==> config.mk <==
export PLATFORM = sky130hd
export DESIGN_NAME = lmfe_top
export DESIGN_NICKNAME = d
export VERILOG_FILES = /design/src/lmfe_pkg.sv /design/src/window_feeder.sv /design/src/sort_cell.sv /design/src/median_output.sv /design/src/lmfe_top.sv
export VERILOG_INCLUDE_DIRS = /design/src /design/src/src
export SDC_FILE = /design/constraint.sdc
export NUM_CORES = 2
export LEC_CHECK = 0
export ABC_AREA = 1
export BUFFER_PORTS_ARGS = -buffer_cell sky130_fd_sc_hd__buf_2
export CAP_MARGIN = 20
export CORE_AREA = 2 2 383 385
export DETAILED_ROUTE_END_ITERATION = 6
export DIE_AREA = 0 0 385 387
export PLACE_DENSITY = 0.66
export SLEW_MARGIN = 15
export SYNTH_ARGS = -nofsm -noshare
export SYNTH_HDL_FRONTEND = slang
export SYNTH_SLANG_ARGS = --single-unit
==> constraint.sdc <==
create_clock -name clk -period 22.9 [get_ports clk]
set_clock_uncertainty 0.2 [all_clocks]
set_input_delay 3.435 -clock clk [delete_from_list [all_inputs] [get_ports clk]]
set_output_delay 3.435 -clock clk [all_outputs]
set_load 0.02 [all_outputs]
==> src/lmfe_macros.svh <==
// running median filter constants

`ifndef LMFE_MACROS_SVH
`define LMFE_MACROS_SVH

// pixel width in bits
`define LMF_PIX_W 8

// number of samples in the sliding window
// keep this odd so that one cell holds the median
`define LMF_WIN 49

// position of the median inside the ascending list
`define LMF_MED_IDX ((`LMF_WIN) / 2)

// largest pixel value
// also the contents of an empty slot after reset
`define LMF_PIX_MAX {`LMF_PIX_W{1'b1}}

// smallest pixel value
// seen by the first cell as its lower neighbour
`define LMF_PIX_MIN {`LMF_PIX_W{1'b0}}

// width of the window fill counter
// must hold the value LMF_WIN
`define LMF_FILL_W 6

`endif

==> src/lmfe_pkg.sv <==
// median filter shared types

`include "lmfe_macros.svh"

package lmfe_pkg;

  // one sample of the pixel stream
  typedef logic [`LMF_PIX_W-1:0] pixel_t;

  // update sent to every cell of the sorted list
  // en marks a cycle in which the list changes,
  // ins enters the list and one copy of del leaves it
  typedef struct packed {
    logic   en;
    pixel_t ins;
    pixel_t del;
  } sort_update_t;

endpackage

==> src/window_feeder.sv <==
// window delay line and update source

`timescale 1ns/10ps

`include "lmfe_macros.svh"

module window_feeder import lmfe_pkg::*; (
  input  logic         clk,
  input  logic         RST,
  input  pixel_t       pix,
  input  logic         in_en,
  output sort_update_t upd
);

  // last LMF_WIN accepted pixels
  // slot 0 is the newest, the top slot the oldest
  pixel_t line_q [`LMF_WIN];

  // sample that drops out of the window on the next accept
  pixel_t oldest;

  assign oldest = line_q[`LMF_WIN-1];

  // delay line
  // empty slots read as the maximum pixel, matching the cells
  always_ff @(posedge clk or posedge RST) begin
    if (RST) begin
      for (int i = 0; i < `LMF_WIN; i++) begin
        line_q[i] <= `LMF_PIX_MAX;
      end
    end else if (in_en) begin
      for (int i = `LMF_WIN-1; i > 0; i--) begin
        line_q[i] <= line_q[i-1];
      end
      line_q[0] <= pix;
    end
  end

  // strobe of the update
  // one pulse per accepted pixel, gaps pass straight through
  always_ff @(posedge clk or posedge RST) begin
    if (RST) begin
      upd.en <= 1'b0;
    end else begin
      upd.en <= in_en;
    end
  end

  // insert and delete values
  // the pair keeps the cell contents equal to the delay line
  always_ff @(posedge clk or posedge RST) begin
    if (RST) begin
      upd.ins <= `LMF_PIX_MAX;
      upd.del <= `LMF_PIX_MAX;
    end else if (in_en) begin
      upd.ins <= pix;
      upd.del <= oldest;
    end
  end

endmodule

==> src/sort_cell.sv <==
// one cell of the sorted window list

`timescale 1ns/10ps

`include "lmfe_macros.svh"

module sort_cell import lmfe_pkg::*; (
  input  logic         clk,
  input  logic         RST,
  input  sort_update_t upd,
  input  pixel_t       prev,
  input  pixel_t       next,
  output pixel_t       value
);

  // direction of the move
  // a smaller insert pushes entries up, a larger one pulls them down
  logic   ins_below;
  logic   ins_above;

  // cell lies between the two values and has to move
  logic   move_up;
  logic   move_down;

  // candidate values for the two directions
  pixel_t up_val;
  pixel_t down_val;

  pixel_t value_d;

  assign ins_below = upd.ins < upd.del;
  assign ins_above = upd.ins > upd.del;

  // range (ins, del] when shifting up
  assign move_up   = upd.en && ins_below &&
                     (value > upd.ins) && (value <= upd.del);

  // range [del, ins) when shifting down
  assign move_down = upd.en && ins_above &&
                     (value < upd.ins) && (value >= upd.del);

  // take the lower neighbour unless the insert lands here
  assign up_val   = (prev > upd.ins) ? prev : upd.ins;

  // take the upper neighbour unless the insert lands here
  assign down_val = (next < upd.ins) ? next : upd.ins;

  // equal insert and delete leave the list unchanged
  always_comb begin
    value_d = value;
    if (move_up) begin
      value_d = up_val;
    end else if (move_down) begin
      value_d = down_val;
    end
  end

  always_ff @(posedge clk or posedge RST) begin
    if (RST) begin
      value <= `LMF_PIX_MAX;
    end else begin
      value <= value_d;
    end
  end

endmodule

==> src/median_output.sv <==
// median register and valid strobe

`timescale 1ns/10ps

`include "lmfe_macros.svh"

module median_output import lmfe_pkg::*; (
  input  logic   clk,
  input  logic   RST,
  input  logic   upd_en,
  input  pixel_t median,
  output logic   out_valid,
  output pixel_t dout
);

  // update strobe aligned with the settled cells
  logic                   en_d;

  // number of updates seen since reset, stops at LMF_WIN
  logic [`LMF_FILL_W-1:0] fill_cnt;

  // window holds only real samples once this update lands
  logic                   window_full;

  // emit a result this cycle
  logic                   fire;

  // cells change one edge after upd, so wait one cycle
  always_ff @(posedge clk or posedge RST) begin
    if (RST) begin
      en_d <= 1'b0;
    end else begin
      en_d <= upd_en;
    end
  end

  // fill counter
  always_ff @(posedge clk or posedge RST) begin
    if (RST) begin
      fill_cnt <= '0;
    end else if (en_d && (fill_cnt < `LMF_WIN)) begin
      fill_cnt <= fill_cnt + 1'b1;
    end
  end

  // count of LMF_WIN-1 plus the current update is a full window
  assign window_full = fill_cnt >= (`LMF_WIN - 1);
  assign fire        = en_d && window_full;

  // result register
  // dout keeps the last median between strobes
  always_ff @(posedge clk or posedge RST) begin
    if (RST) begin
      out_valid <= 1'b0;
      dout      <= '0;
    end else begin
      out_valid <= fire;
      if (fire) begin
        dout <= median;
      end
    end
  end

endmodule

==> src/lmfe_top.sv <==
// streaming running median filter

`timescale 1ns/10ps

`include "lmfe_macros.svh"

module lmfe_top import lmfe_pkg::*; (
  input  logic   clk,
  input  logic   RST,
  input  pixel_t pix,
  input  logic   in_en,
  output logic   out_valid,
  output pixel_t dout
);

  // update broadcast to all cells
  sort_update_t upd;

  // cell chain with a fixed entry at each end
  // chain[k+1] is cell k, chain[0] and chain[LMF_WIN+1] are the edges
  pixel_t       chain [`LMF_WIN+2];

  // value of the middle cell
  pixel_t       median;

  assign chain[0]          = `LMF_PIX_MIN;
  assign chain[`LMF_WIN+1] = `LMF_PIX_MAX;

  assign median = chain[`LMF_MED_IDX+1];

  // delay line and insert/delete source
  window_feeder u_feeder (
    .clk   (clk),
    .RST   (RST),
    .pix   (pix),
    .in_en (in_en),
    .upd   (upd)
  );

  // sorted list, ascending from cell 0
  for (genvar k = 0; k < `LMF_WIN; k++) begin : g_cell
    sort_cell u_cell (
      .clk   (clk),
      .RST   (RST),
      .upd   (upd),
      .prev  (chain[k]),
      .next  (chain[k+2]),
      .value (chain[k+1])
    );
  end

  // fill tracking and result register
  median_output u_out (
    .clk       (clk),
    .RST       (RST),
    .upd_en    (upd.en),
    .median    (median),
    .out_valid (out_valid),
    .dout      (dout)
  );

endmodule

==> out/qor.csv <==
stage,metric,value,unit
clock_network,clk_latency,0.74,ns
layout,area_growth,7.58,%
worst_setup_path,crit_path_start_kind,input port,
sta,fin_setup_tns,0,ns
logic_synthesis,synth_top_area_share,32.2,%
clock_network,clock-sinks,809,
drt,ant_nets,0,
worst_setup_path,cp-end-kind,asynchronous set/reset pin,
logic_synthesis,yosys.area.top_type,dfstp_2,
global_route,globalRouteOverflowTotal,0,
pwr,power_switching,4.87,mW
pwr,power.density,141,nW/um^2
global_route,grt_pass1_wl,310000,um
sta,rsz0062_at_grt,no,
worst_setup_path,crit_type,input port to asynchronous set/reset pin,
layout,n_antenna_cell,0,
hold_path,hold_depth,2,
logic_synthesis,synth_area_leaders,"dfstp_2 32%, nand2_1 16%, ha_1 15%",
place,place_ws,14.87,ns
drt,dr.pass1.iters,7,
global_route,grt_use_total,25.6,%
floorplan,die_w,385,um
sta,slew_headroom,21.6,%
drt,drc,1,
pwr,vdd_drop_max,0.0704,mV
place,gp_congestion,0.916,
clock_network,clkTransAtPathRegs,0.06,ns
logic_synthesis,synth_nets,10064,
hold_path,min_path_type,register to register,
clock_network,cts_tree,built,
drt,drt_iter0_markers,5353,
clock_network,cts_buffer_depth,3,
clock_network,htreeDepth,3,
clock_network,ctsHoldBuffers,0,
status,violations,design-rule violations,
floorplan,coreArea,145000,um^2
logic_synthesis,synth_cell_types,43,
layout,stdcell_count,11098,
worst_setup_path,path_max_fanout,175,
drt,wl_per_cell,17.5,um
sta,finalCriticalPeriod,7.10,ns
worst_setup_path,cp.required,23.53,ns
pwr,p_sw_share,49.8,%
sta,setup-violations-final,0,
worst_setup_path,cpPeakStageDelay,0.84,ns
clock_network,cts_buffers,94,
run,maxCapViolations,0,
place,portBuffers,19,
sta,worst_pin_slew,1.18,ns
sta,final.setup.worst_slack,15.80,ns
pwr,p_int,4.92,mW
pwr,p_clk_share,16.1,%
floorplan,initial_core_util,44.7,%
sta,max_freq,141,MHz
pwr,seq_power_share,28.4,%
place,dp_cells,10929,
floorplan,ios,20,
floorplan,rows,140,
global_route,grt_pass1_vias,57428,
logic_synthesis,avgSynthCellArea,6.99,um^2
logic_synthesis,yosysWarnings,0,
logic_synthesis,synth-seq-cells,809,
clock_network,post_cts.repair.setup_buffers,0,
sta,final_hold_viol_count,0,
worst_setup_path,crit_chain,buf_2 -> clkinvlp_4 -> buf_4 -> buf_12 -> buf_4 -> buf_4 -> buf_4,
sta,fin_crit_sh,31.0,%
pwr,power_leakage,36.5,nW
drt,drt-total-wl,194000,um
worst_setup_path,cp.arrival,7.73,ns
pwr,p_comb_share,55.5,%
floorplan,die_h,387,um
logic_synthesis,yosysSeqAreaShare,32.8,%
drt,viasPerCell,5.47,
place,dp_hpwl,124000,um
drt,vias,60709,
layout,layout_common_cells,"2,817 x nand2_1, 1,053 x nor2_1, 961 x nand3_1",
sta,slew_violations,0,
global_route,antenna_found_initial,3,
global_route,grt_max_degree,307,
status,outcome,finished with violations,
floorplan,dieArea,149000,um^2
logic_synthesis,synthCells,9259,
layout,layout-drive-gt1-share,13.0,%
clock_network,cts_resized,0,
clock_network,cts-root-buf,clkbuf_16,
worst_setup_path,slowest_stage,buf_4,
worst_setup_path,rr_worst_depth,16,
worst_setup_path,cpMostUsedCell,buf_4,
logic_synthesis,synth_area,64700,um^2
layout,finalNetCount,9913,
layout,final_common_cell,nand2_1,
power groups by stage:
stage | combinational (mW) | clock, mW | sequential, mW
6_report | 5.43 | 1.57 | 2.78
5_1_grt | 6.29 | 1.66 | 2.84
4_1_cts | 5.38 | 1.61 | 2.77
3_5_place_dp | 5.34 | 0 | 2.79
3_3_place_gp | 5.13 | 0 | 2.78
2_1_floorplan | 4.21 | 0 | 2.55
logic make-up after synthesis:
| group | after synthesis | synth area share, % |
|---|---|---|
| muxes | 7 | 0.122 |
| and+or+nand+nor | 5254 | 34.9 |
| AOI/OAI and AO/OA | 1172 | 9.44 |
| buffers and inverters | 1219 | 7.30 |
| adders and majority gates | 794 | 15.4 |
| xor gates and xnor gates | 4 | 0.0541 |
| DFF | 809 | 32.8 |
routing by layer:
layer,up-vias,share of wire (%),track usage [%]
met1,28210,44,34.7
li1,30066,-,-
met5,-,0.012,0
met3,470,7.2,3.81
met4,4,4.1,9.87
met2,1959,45,41.1
cells in the mapped netlist, drive strengths merged:
master,number
clkinv,3
ha,794
dfrtp,17
a21boi,3
a31o,1
inv,899
xnor2,1
nand4,243
xor2,3
nor3,32
mux2,7
nor2,1103
or2,2
dfstp,792
a21o,14
o21bai,25
buf,59
o21a,44
o21ai,608
nand3b,19
o2111ai,1
clkbuf,258
nand3,966
a21oi,476
nand2,2889
worst paths after layout:
check	start	endpoint	slack, ns
max	RST	u_feeder.line_q[108]	15.80
min	u_feeder.line_q[132]	u_feeder.line_q[124]	0.27
max reg2reg	u_feeder.line_q[387]	g_cell[44].u_cell.value[3]	17.15
min reg2reg	u_feeder.line_q[132]	u_feeder.line_q[124]	0.27
max in group clk	u_feeder.line_q[387]	g_cell[44].u_cell.value[3]	17.15
min in group asynchronous	RST	u_out.fill_cnt[4]	2.80
critical path: cells and delay by family:
family / cells / cell delay, ns
buffers and inverters: 7 / 3.94
sequential cells by signal (all words and copies together) (netlist names):
register,cells
u_out.en_d,1
u_out.out_valid,1
g_cell.u_cell.value,392
u_feeder.line_q,384
u_out.dout,8
u_out.fill_cnt,6
u_feeder.upd,9
u_feeder.oldest,8
area by class of cell:
type	count	area (um^2)
Clock buffer	135	2770
Clock inverter	34	467
Fill cell	14216	75300
Inverter	902	3420
Multi-Input combinational cell	7231	38800
Sequential cell	809	21300
Tap cell	1917	2400
Timing Repair Buffer	70	538
per-stage QoR:
stage          util [%]  hold WS [ns]  power (mW)  area [um^2]
4_1_cts            48.1         0.248        9.75        69600
2_1_floorplan         -         0.229        6.76        64700
6_report           48.1         0.265        9.79        69600
5_1_grt            48.1         0.267        10.8        69600
3_5_place_dp       45.8         0.260        8.12        66400
3_3_place_gp       45.8         0.248        7.90        66400
Note: power is estimated with default switching activity, not from simulation.
